$ cat src/rtl/pcie_trans_pkg.sv
//##########################################################
// shared types of the two-channel transaction layer
// packet layout, threshold set, link states and widths
//##########################################################
`default_nettype none

package pcie_trans_pkg;

	// fill count / threshold width, enough for depth 16
	localparam int CNT_W = 5;

	// payload width inside a packet
	localparam int DATA_W = 4;

	// six-bit packet, vc on top, then dest, then payload
	typedef struct packed {
		// 0 selects VC0
		logic              vc;
		// 0 selects D0
		logic              dest;
		logic [DATA_W-1:0] data;
	} pkt_t;

	// almost-full levels, one per fifo
	typedef struct packed {
		logic [CNT_W-1:0] main_af;
		logic [CNT_W-1:0] vc0_af;
		logic [CNT_W-1:0] vc1_af;
		logic [CNT_W-1:0] d0_af;
		logic [CNT_W-1:0] d1_af;
	} thresh_cfg_t;

	// link control states
	typedef enum logic [2:0] {
		RESET  = 3'd0,
		INIT   = 3'd1,
		IDLE   = 3'd2,
		ACTIVE = 3'd3,
		ERROR  = 3'd4
	} link_state_t;

endpackage

`default_nettype wire

$ cat src/rtl/flow_fifo.sv
//##########################################################
// show-ahead packet FIFO with almost-full pause
// and overflow pulse on a push into a full buffer
//##########################################################
`timescale 1ns/10ps
`default_nettype none

module flow_fifo import pcie_trans_pkg::*; #(
	parameter int DEPTH = 4
) (
	input  logic             clk,
	input  logic             reset_L,
	input  logic             push,
	input  logic             pop,
	input  pkt_t             din,
	input  logic [CNT_W-1:0] af_level,
	output pkt_t             dout,
	output logic             empty,
	output logic             full,
	output logic             pause,
	output logic             overflow
);

	localparam int PTR_W = (DEPTH > 1) ? $clog2(DEPTH) : 1;

	// packet storage
	pkt_t mem [DEPTH];

	logic [PTR_W-1:0] wr_ptr;
	logic [PTR_W-1:0] rd_ptr;
	logic [CNT_W-1:0] count;
	logic             wr_en;
	logic             rd_en;

	// a word pushed while full is dropped
	assign wr_en = push && !full;
	// pop on empty is ignored
	assign rd_en = pop && !empty;

	assign empty    = (count == '0);
	assign full     = (count == CNT_W'(DEPTH));
	assign pause    = (count >= af_level);
	assign overflow = push && full;

	// head visible while not empty
	assign dout = mem[rd_ptr];

	always_ff @(posedge clk) begin
		if (wr_en) begin
			mem[wr_ptr] <= din;
		end
	end

	// pointers and fill count
	always_ff @(posedge clk) begin
		if (!reset_L) begin
			wr_ptr <= '0;
			rd_ptr <= '0;
			count  <= '0;
		end else begin
			if (wr_en) begin
				// wrap at depth, also for non power of two
				wr_ptr <= (wr_ptr == PTR_W'(DEPTH - 1)) ? '0 : wr_ptr + 1'b1;
			end
			if (rd_en) begin
				rd_ptr <= (rd_ptr == PTR_W'(DEPTH - 1)) ? '0 : rd_ptr + 1'b1;
			end
			case ({wr_en, rd_en})
				2'b10:   count <= count + 1'b1;
				2'b01:   count <= count - 1'b1;
				default: count <= count;
			endcase
		end
	end

	// the reader upstream must watch the empty flag
	a_no_pop_empty: assert property (@(posedge clk) disable iff (!reset_L)
		!(pop && empty));

endmodule

`default_nettype wire

$ cat src/rtl/link_ctrl_fsm.sv
//##########################################################
// link control FSM, threshold register, ingress gate
//##########################################################
`timescale 1ns/10ps
`default_nettype none

module link_ctrl_fsm import pcie_trans_pkg::*; (
	input  logic        clk,
	input  logic        reset_L,
	input  logic        init,
	input  thresh_cfg_t cfg,
	input  logic        push,
	input  logic        any_nonempty,
	input  logic        any_overflow,
	output thresh_cfg_t thresh,
	output logic        push_ok,
	output logic        idle,
	output logic        active,
	output logic        error
);

	link_state_t state;
	link_state_t state_nx;

	// ingress only while the link is up
	assign push_ok = push && (state == IDLE || state == ACTIVE);

	always_comb begin
		state_nx = state;
		case (state)
			RESET:  state_nx = INIT;
			INIT:   state_nx = init ? INIT : IDLE;
			IDLE:   if (push_ok || any_nonempty) state_nx = ACTIVE;
			// back to idle once every fifo drained
			ACTIVE: if (!push_ok && !any_nonempty) state_nx = IDLE;
			// sticky until reset
			ERROR:  state_nx = ERROR;
			default: state_nx = RESET;
		endcase
		// overflow anywhere wins
		if (any_overflow) begin
			state_nx = ERROR;
		end
	end

	always_ff @(posedge clk) begin
		if (!reset_L) begin
			state <= RESET;
		end else begin
			state <= state_nx;
		end
	end

	// all ones keeps pause low until configured
	always_ff @(posedge clk) begin
		if (!reset_L) begin
			thresh <= '1;
		end else if (state == INIT) begin
			thresh <= cfg;
		end
	end

	// status decode
	assign idle   = (state == IDLE);
	assign active = (state == ACTIVE);
	assign error  = (state == ERROR);

	a_status_onehot: assert property (@(posedge clk) disable iff (!reset_L)
		$onehot0({idle, active, error}));

endmodule

`default_nettype wire

$ cat src/rtl/pcie_trans.sv
//##########################################################
// two-channel transaction layer top
// main, VC and destination FIFOs with steering and control
//##########################################################
`timescale 1ns/10ps
`default_nettype none

module pcie_trans import pcie_trans_pkg::*; #(
	parameter int MAIN_DEPTH = 4,
	parameter int VC_DEPTH   = 16,
	parameter int DEST_DEPTH = 4
) (
	input  logic        clk,
	input  logic        reset_L,
	input  logic        init,
	input  thresh_cfg_t cfg,
	input  pkt_t        in_pkt,
	input  logic        push,
	input  logic        pop_d0,
	input  logic        pop_d1,
	output pkt_t        out_pkt0,
	output pkt_t        out_pkt1,
	output logic        out_valid0,
	output logic        out_valid1,
	output logic        pause_main,
	output logic        idle,
	output logic        active,
	output logic        error
);

	thresh_cfg_t thresh;
	logic        push_ok;

	// main fifo side
	pkt_t main_head;
	logic main_empty, main_pop, main_ovf;

	// vc stage
	pkt_t vc_pkt, vc0_head, vc1_head;
	logic push_vc0, push_vc1, pop_vc0, pop_vc1;
	logic vc0_empty, vc1_empty, pause_vc0, pause_vc1, vc0_ovf, vc1_ovf;

	// destination stage
	pkt_t dest_pkt;
	logic push_d0, push_d1, d0_empty, d1_empty;
	logic pause_d0, pause_d1, d0_ovf, d1_ovf;

	logic any_nonempty, any_overflow;

	assign any_nonempty = !(main_empty && vc0_empty && vc1_empty && d0_empty && d1_empty);
	assign any_overflow = main_ovf || vc0_ovf || vc1_ovf || d0_ovf || d1_ovf;

	// consumer sees the head whenever the fifo holds one
	assign out_valid0 = !d0_empty;
	assign out_valid1 = !d1_empty;

	link_ctrl_fsm link_ctrl_fsm_inst (
		.clk(clk), .reset_L(reset_L), .init(init), .cfg(cfg), .push(push),
		.any_nonempty(any_nonempty), .any_overflow(any_overflow), .thresh(thresh),
		.push_ok(push_ok), .idle(idle), .active(active), .error(error)
	);

	flow_fifo #(.DEPTH(MAIN_DEPTH)) main_fifo (
		.clk(clk), .reset_L(reset_L), .push(push_ok), .pop(main_pop), .din(in_pkt),
		.af_level(thresh.main_af), .dout(main_head), .empty(main_empty), .full(),
		.pause(pause_main), .overflow(main_ovf)
	);

	vc_steer vc_steer_inst (
		.clk(clk), .reset_L(reset_L), .head(main_head), .head_empty(main_empty),
		.pause_vc0(pause_vc0), .pause_vc1(pause_vc1), .pop(main_pop),
		.vc_pkt(vc_pkt), .push_vc0(push_vc0), .push_vc1(push_vc1)
	);

	flow_fifo #(.DEPTH(VC_DEPTH)) vc0_fifo (
		.clk(clk), .reset_L(reset_L), .push(push_vc0), .pop(pop_vc0), .din(vc_pkt),
		.af_level(thresh.vc0_af), .dout(vc0_head), .empty(vc0_empty), .full(),
		.pause(pause_vc0), .overflow(vc0_ovf)
	);

	flow_fifo #(.DEPTH(VC_DEPTH)) vc1_fifo (
		.clk(clk), .reset_L(reset_L), .push(push_vc1), .pop(pop_vc1), .din(vc_pkt),
		.af_level(thresh.vc1_af), .dout(vc1_head), .empty(vc1_empty), .full(),
		.pause(pause_vc1), .overflow(vc1_ovf)
	);

	vc_arbiter vc_arbiter_inst (
		.clk(clk), .reset_L(reset_L), .vc0_head(vc0_head), .vc0_empty(vc0_empty),
		.vc1_head(vc1_head), .vc1_empty(vc1_empty), .pause_d0(pause_d0),
		.pause_d1(pause_d1), .pop_vc0(pop_vc0), .pop_vc1(pop_vc1),
		.dest_pkt(dest_pkt), .push_d0(push_d0), .push_d1(push_d1)
	);

	// consumer pop only takes effect on a valid head
	flow_fifo #(.DEPTH(DEST_DEPTH)) d0_fifo (
		.clk(clk), .reset_L(reset_L), .push(push_d0), .pop(pop_d0 && out_valid0),
		.din(dest_pkt), .af_level(thresh.d0_af), .dout(out_pkt0), .empty(d0_empty),
		.full(), .pause(pause_d0), .overflow(d0_ovf)
	);

	flow_fifo #(.DEPTH(DEST_DEPTH)) d1_fifo (
		.clk(clk), .reset_L(reset_L), .push(push_d1), .pop(pop_d1 && out_valid1),
		.din(dest_pkt), .af_level(thresh.d1_af), .dout(out_pkt1), .empty(d1_empty),
		.full(), .pause(pause_d1), .overflow(d1_ovf)
	);

endmodule

`default_nettype wire

$ cat src/rtl/vc_arbiter.sv
//##########################################################
// strict VC0-priority arbiter feeding the D0/D1 FIFOs
//##########################################################
`timescale 1ns/10ps
`default_nettype none

module vc_arbiter import pcie_trans_pkg::*; (
	input  logic clk,
	input  logic reset_L,
	input  pkt_t vc0_head,
	input  logic vc0_empty,
	input  pkt_t vc1_head,
	input  logic vc1_empty,
	input  logic pause_d0,
	input  logic pause_d1,
	output logic pop_vc0,
	output logic pop_vc1,
	output pkt_t dest_pkt,
	output logic push_d0,
	output logic push_d1
);

	logic dest_ready;
	logic grant;
	pkt_t sel_pkt;

	// any paused destination stalls both vcs
	assign dest_ready = !pause_d0 && !pause_d1;

	// vc0 always wins
	assign pop_vc0 = dest_ready && !vc0_empty;
	// vc1 only when vc0 has nothing
	assign pop_vc1 = dest_ready && vc0_empty && !vc1_empty;

	assign grant   = pop_vc0 || pop_vc1;
	assign sel_pkt = pop_vc0 ? vc0_head : vc1_head;

	// payload register
	always_ff @(posedge clk) begin
		if (grant) begin
			dest_pkt <= sel_pkt;
		end
	end

	// destination push one cycle after the vc pop
	always_ff @(posedge clk) begin
		if (!reset_L) begin
			push_d0 <= 1'b0;
			push_d1 <= 1'b0;
		end else begin
			push_d0 <= grant && !sel_pkt.dest;
			push_d1 <= grant && sel_pkt.dest;
		end
	end

	a_single_grant: assert property (@(posedge clk) disable iff (!reset_L)
		!(pop_vc0 && pop_vc1));

endmodule

`default_nettype wire

$ cat src/rtl/vc_steer.sv
//##########################################################
// moves main-FIFO packets into VC0 or VC1 by the vc bit
//##########################################################
`timescale 1ns/10ps
`default_nettype none

module vc_steer import pcie_trans_pkg::*; (
	input  logic clk,
	input  logic reset_L,
	input  pkt_t head,
	input  logic head_empty,
	input  logic pause_vc0,
	input  logic pause_vc1,
	output logic pop,
	output pkt_t vc_pkt,
	output logic push_vc0,
	output logic push_vc1
);

	logic target_paused;

	// only the pause of the head's own vc matters
	assign target_paused = head.vc ? pause_vc1 : pause_vc0;

	// head leaves main fifo this cycle
	assign pop = !head_empty && !target_paused;

	// packet register toward the vc fifos
	always_ff @(posedge clk) begin
		if (pop) begin
			vc_pkt <= head;
		end
	end

	// vc write one cycle after the pop
	always_ff @(posedge clk) begin
		if (!reset_L) begin
			push_vc0 <= 1'b0;
			push_vc1 <= 1'b0;
		end else begin
			push_vc0 <= pop && !head.vc;
			push_vc1 <= pop && head.vc;
		end
	end

	a_one_vc: assert property (@(posedge clk) disable iff (!reset_L)
		!(push_vc0 && push_vc1));

endmodule

`default_nettype wire

$ cat config.mk
export PLATFORM = sky130hd
export DESIGN_NAME = pcie_trans
export DESIGN_NICKNAME = d
export VERILOG_FILES = /design/src/rtl/pcie_trans_pkg.sv /design/src/rtl/flow_fifo.sv /design/src/rtl/link_ctrl_fsm.sv /design/src/rtl/pcie_trans.sv /design/src/rtl/vc_arbiter.sv /design/src/rtl/vc_steer.sv
export SDC_FILE = /design/constraint.sdc
export NUM_CORES = 1
export LEC_CHECK = 0
export ABC_AREA = 1
export BUFFER_PORTS_ARGS = -buffer_cell sky130_fd_sc_hd__buf_2
export CORE_AREA = 2 2 191 193
export DETAILED_ROUTE_END_ITERATION = 8
export DIE_AREA = 0 0 193 195
export MAX_ROUTING_LAYER = met4
export PLACE_DENSITY = 0.68
export SYNTH_ARGS = -nofsm -noshare
export SYNTH_HDL_FRONTEND = slang
export SYNTH_SLANG_ARGS = --single-unit
$ cat constraint.sdc
create_clock -name clk -period 3.2 [get_ports clk]
set_input_delay 0.32 -clock clk [delete_from_list [all_inputs] [get_ports clk]]
set_output_delay 0.32 -clock clk [all_outputs]
set_load 0.01 [all_outputs]
==> summary.md <==
| Metric | Value |
|---|---|
| Met1 Track Usage GR | 0.247 |
| Start point of the critical path | d1_fifo.count[0]$_SDFFE_PN0P_ |
| Leftover overflow at the end of global routing | 0 |
| Setup slack, reg-to-reg | 0.34 ns |
| Ant diodes | 0 |
| Syn_area_per_cell | 10.4 um2 |
| Category of the most critical setup path | reg2reg |
| Setup TNS | 0 ns |
| Setup repair after global routing missed its margin | false |
| Post-Route Utilization | 0.528 |
| Hold Vio Cnt, Final | 0 |
| Mapped cell area | 0.0166 mm2 |
| Post-synthesis net count | 1,701 |
| Most frequent cell after synthesis | sky130_fd_sc_hd__edfxtp_1 |
| Number of enable flip-flop cells after synthesis | 276 |
| Ranking of synthesized cells by instance count | 276 x sky130_fd_sc_hd__edfxtp_1, 259 x sky130_fd_sc_hd__nor2_1, 185 x sky130_fd_sc_hd__nand2_1 |
| Number of cells on the worst hold path | 1 |
| Largest area contributor in the synthesized netlist | sky130_fd_sc_hd__edfxtp_1 |
| Detailed placer's ending HPWL | 22,500 um |
| Worst hold slack across all endpoints | 0.0141 ns |
| Fmax | 350 MHz |
| Count of filler cells inserted in the layout | 3,056 |
| Result of the run | complete, no violations |
| Placed cell count | 2,065 |
| Overall die area | 0.0376 mm2 |
| Net count reported at finish | 1,766 |
| Number of CTS-inserted buffers | 38 |
| Post-CTS Resized | 0 |
| Chip Width | 193 um |
| Number of DRC violations after detailed routing | 0 |
| Crit-path max FO | 13 |
| Total vias in the final route | 11,100 |
| TritonCTS sink count | 375 |
| Core Area | 0.0354 mm2 |
| Transition at the pin with the smallest max-transition slack | 0.952 ns |
| Io pins | 55 |
| Power density over the cells | 963 mW/mm2 |
| Chip height | 195 um |
| Footprint of the multi-input gates | 0.00526 mm2 |
| Clock-pin transition on the worst setup and hold timing paths | 0.06 ns |
| Endpoints failing setup | 0 |
| Number of H-tree levels | 2 |
| Met3 track utilization from global routing | 0.0275 |
| Starting density of the core | 0.468 |
| Startpoint of the worst register-to-register path | d1_fifo.count[0]$_SDFFE_PN0P_ |
| Max clock buf depth | 3 |
| Total count of max-transition violations in the final report | 0 |
| Number of placement rows | 69 |
| Antenna violations before repair | 0 |
| Layout Skew | 0.0180 ns |
| Leakage power of the design | 0.00739 uW |
| Number of buffers inserted to repair setup after CTS | 0 |
| Synthesis Warnings | 0 |
| Final ANT Viol Nets | 0 |
| Flip-flop and latch count after synthesis | 375 |
| Worst-case hold path end point | main_fifo.mem[2][2]$_DFFE_PP_ |
| Avg Vias per Cell | 5.20 |
| 1st-iter DRT viols | 659 |
| Class of the tightest hold or removal check | in2reg |
| Global-route wire length before repair | 55,400 um |
| Ys async rst share | 0 |
| Startpoint type of the worst setup path | flip-flop |
| Post-Layout Cell Count | 2,145 |
| Most utilized layer in the global route result | met2 |
| Count of max-cap constraint violations | 0 |
| Portion of the post-synthesis area used by sequential elements | 0.619 |
| Data arrival time of the critical path | 3.32 ns |
| Number of global-route vias before repair | 10,900 |
| Critical path required time | 3.66 ns |
| Overall global routing resource usage | 0.190 |
| Aggregate routed wire length | 34,400 um |
| Final critical-path share of the clock period | 0.893 |
| Reg-to-reg endpoint | vc0_fifo.count[4]$_SDFFE_PN0P_ |
| Worst-case headroom to the max-slew limit | 0.361 |
| Maximum number of pins on one net before global-route repair | 54 |
| CTS root buffer | sky130_fd_sc_hd__clkbuf_16 |
| Synth Flop Type | sky130_fd_sc_hd__edfxtp_1 |
| Met2 Resource Use GR | 0.310 |
| Final weighted congestion in routability-driven placement | 0.846 |
| Top cell type's share of synthesized area | 0.500 |
| Growth of design area from synthesis to finish | 12.6% |
| Tmin final | 2.86 ns |
| Number of search-and-repair iterations in the first detailed-routing pass | 5 |
| Category of the worst setup path capture point | flip-flop |
| Largest cells by area after synthesis | sky130_fd_sc_hd__edfxtp_1 50%, sky130_fd_sc_hd__dfxtp_1 12%, sky130_fd_sc_hd__nor2_1 5.9%, sky130_fd_sc_hd__ha_1 5.3%, sky130_fd_sc_hd__o21ai_0 4.2% |
| Cells after synthesis | 1,589 |
| Clock tree from TritonCTS | done |
| Clock insertion delay at the later pin of the skew report | 0.53 ns |
| Startpoint of the worst hold path | in_pkt[2] |
| Number of distinct standard cells referenced by the synthesized netlist | 48 |
| Number of cells traversed by the worst register-to-register path | 16 |
| Number of I/O port buffers | 54 |
| Seq. cell area | 0.0103 mm2 |
| Share of layout cells above drive strength 1 | 0.107 |
| Average routed wire per standard cell | 16.0 um |
| Maximum resistive drop on vdd | 0.643 mV |
| Hold buffers post-CTS | 10 |
-- critical path: stages, from the launching register on --
cell	delay, ns
sky130_fd_sc_hd__dfxtp_1	0.35
sky130_fd_sc_hd__inv_1	0.10
sky130_fd_sc_hd__ha_1	0.32
sky130_fd_sc_hd__inv_1	0.06
sky130_fd_sc_hd__nand2_1	0.04
sky130_fd_sc_hd__nand2_1	0.07
sky130_fd_sc_hd__nand2_2	0.06
sky130_fd_sc_hd__a21oi_4	0.18
sky130_fd_sc_hd__nand3_4	0.20
sky130_fd_sc_hd__clkinv_2	0.10
sky130_fd_sc_hd__ha_1	0.26
sky130_fd_sc_hd__inv_1	0.08
sky130_fd_sc_hd__fa_1	0.41
sky130_fd_sc_hd__o211ai_1	0.23
sky130_fd_sc_hd__xor2_1	0.17
sky130_fd_sc_hd__nand2_1	0.06
sky130_fd_sc_hd__a21oi_1	0.11
-- where the power goes --
group          switching [uW]  internal (uW)  total [uW]
Sequential                574           6490        7060
Combinational            4060           2050        6110
Clock                    1890           2930        4820
-- kinds of logic after synthesis --
logic type	synth area share
AOI/OAI and AO/OA	0.102
adders and majority gates	0.0589
buffers and inverters	0.0632
DFF	0.619
xor gates and xnor gates	0.0100
and+or+nand+nor	0.146
-- per-stage QoR --
step	cell area [um2]	power, uW	setup slack (ns)
after detailed placement	17200	13300	0.365
final	18700	18000	0.341
after floorplan	16600	11600	0.554
after global routing	18700	19200	0.0278
after global placement	17200	13100	0.480
after CTS	18700	18100	0.337
-- worst max-delay path by stage --
| stage | cells after the start | end |
|---|---|---|
| after floorplan | 17 | vc0_fifo.count[4]$_SDFFE_PN0P_ |
| after global placement | 16 | main_fifo.count[4]$_SDFFE_PN0P_ |
| after detailed placement | 16 | vc0_fifo.count[4]$_SDFFE_PN0P_ |
| after CTS | 16 | vc0_fifo.count[4]$_SDFFE_PN0P_ |
| after global routing | 18 | vc0_fifo.count[4]$_SDFFE_PN0P_ |
| final | 16 | vc0_fifo.count[4]$_SDFFE_PN0P_ |
-- routing by layer --
layer	vias up	routed length, um
met5	-	0
met3	61	1650
met4	0	883
li1	5563	-
met1	5261	15300
met2	263	16500
-- cells in the final DEF (no fill, tap or decap), drive strengths merged, types with 5 or more instances in the layout --
cell,count
inv,181
edfxtp,276
dfxtp,99
ha,70
buf,72
clkinv,11
nor3,8
a21oi,82
nand4,21
o22ai,22
fa,5
dlygate4sd3,10
xor2,9
nand2,197
bufinv,7
nand3,78
o21ai,177
clkbuf,46
nor2,262
o211ai,20
xnor2,10
-- sequential cells by signal (all words and copies together) (netlist names), 5 cells and up, named ones only --
signal	count
d0_fifo.mem	24
d1_fifo.count	5
vc0_fifo.mem	96
vc0_fifo.count	5
main_fifo.mem	24
link_ctrl_fsm_inst.thresh	25
vc_steer_inst.vc_pkt	6
vc1_fifo.mem	96
vc1_fifo.count	5
main_fifo.count	5
d1_fifo.mem	24
d0_fifo.count	5
vc_arbiter_inst.dest_pkt	6
-- final cells by class --
cell class | count | share of cell area
Inverter | 179 | 0.0363
Timing Repair Buffer | 82 | 0.0271
Sequential cell | 375 | 0.550
Multi-Input combinational cell | 978 | 0.282
Clock inverter | 24 | 0.0178
Clock buffer | 46 | 0.0563
Tap cell | 461 | 0.0309
No activity file was read; power rests on OpenSTA's default activity.
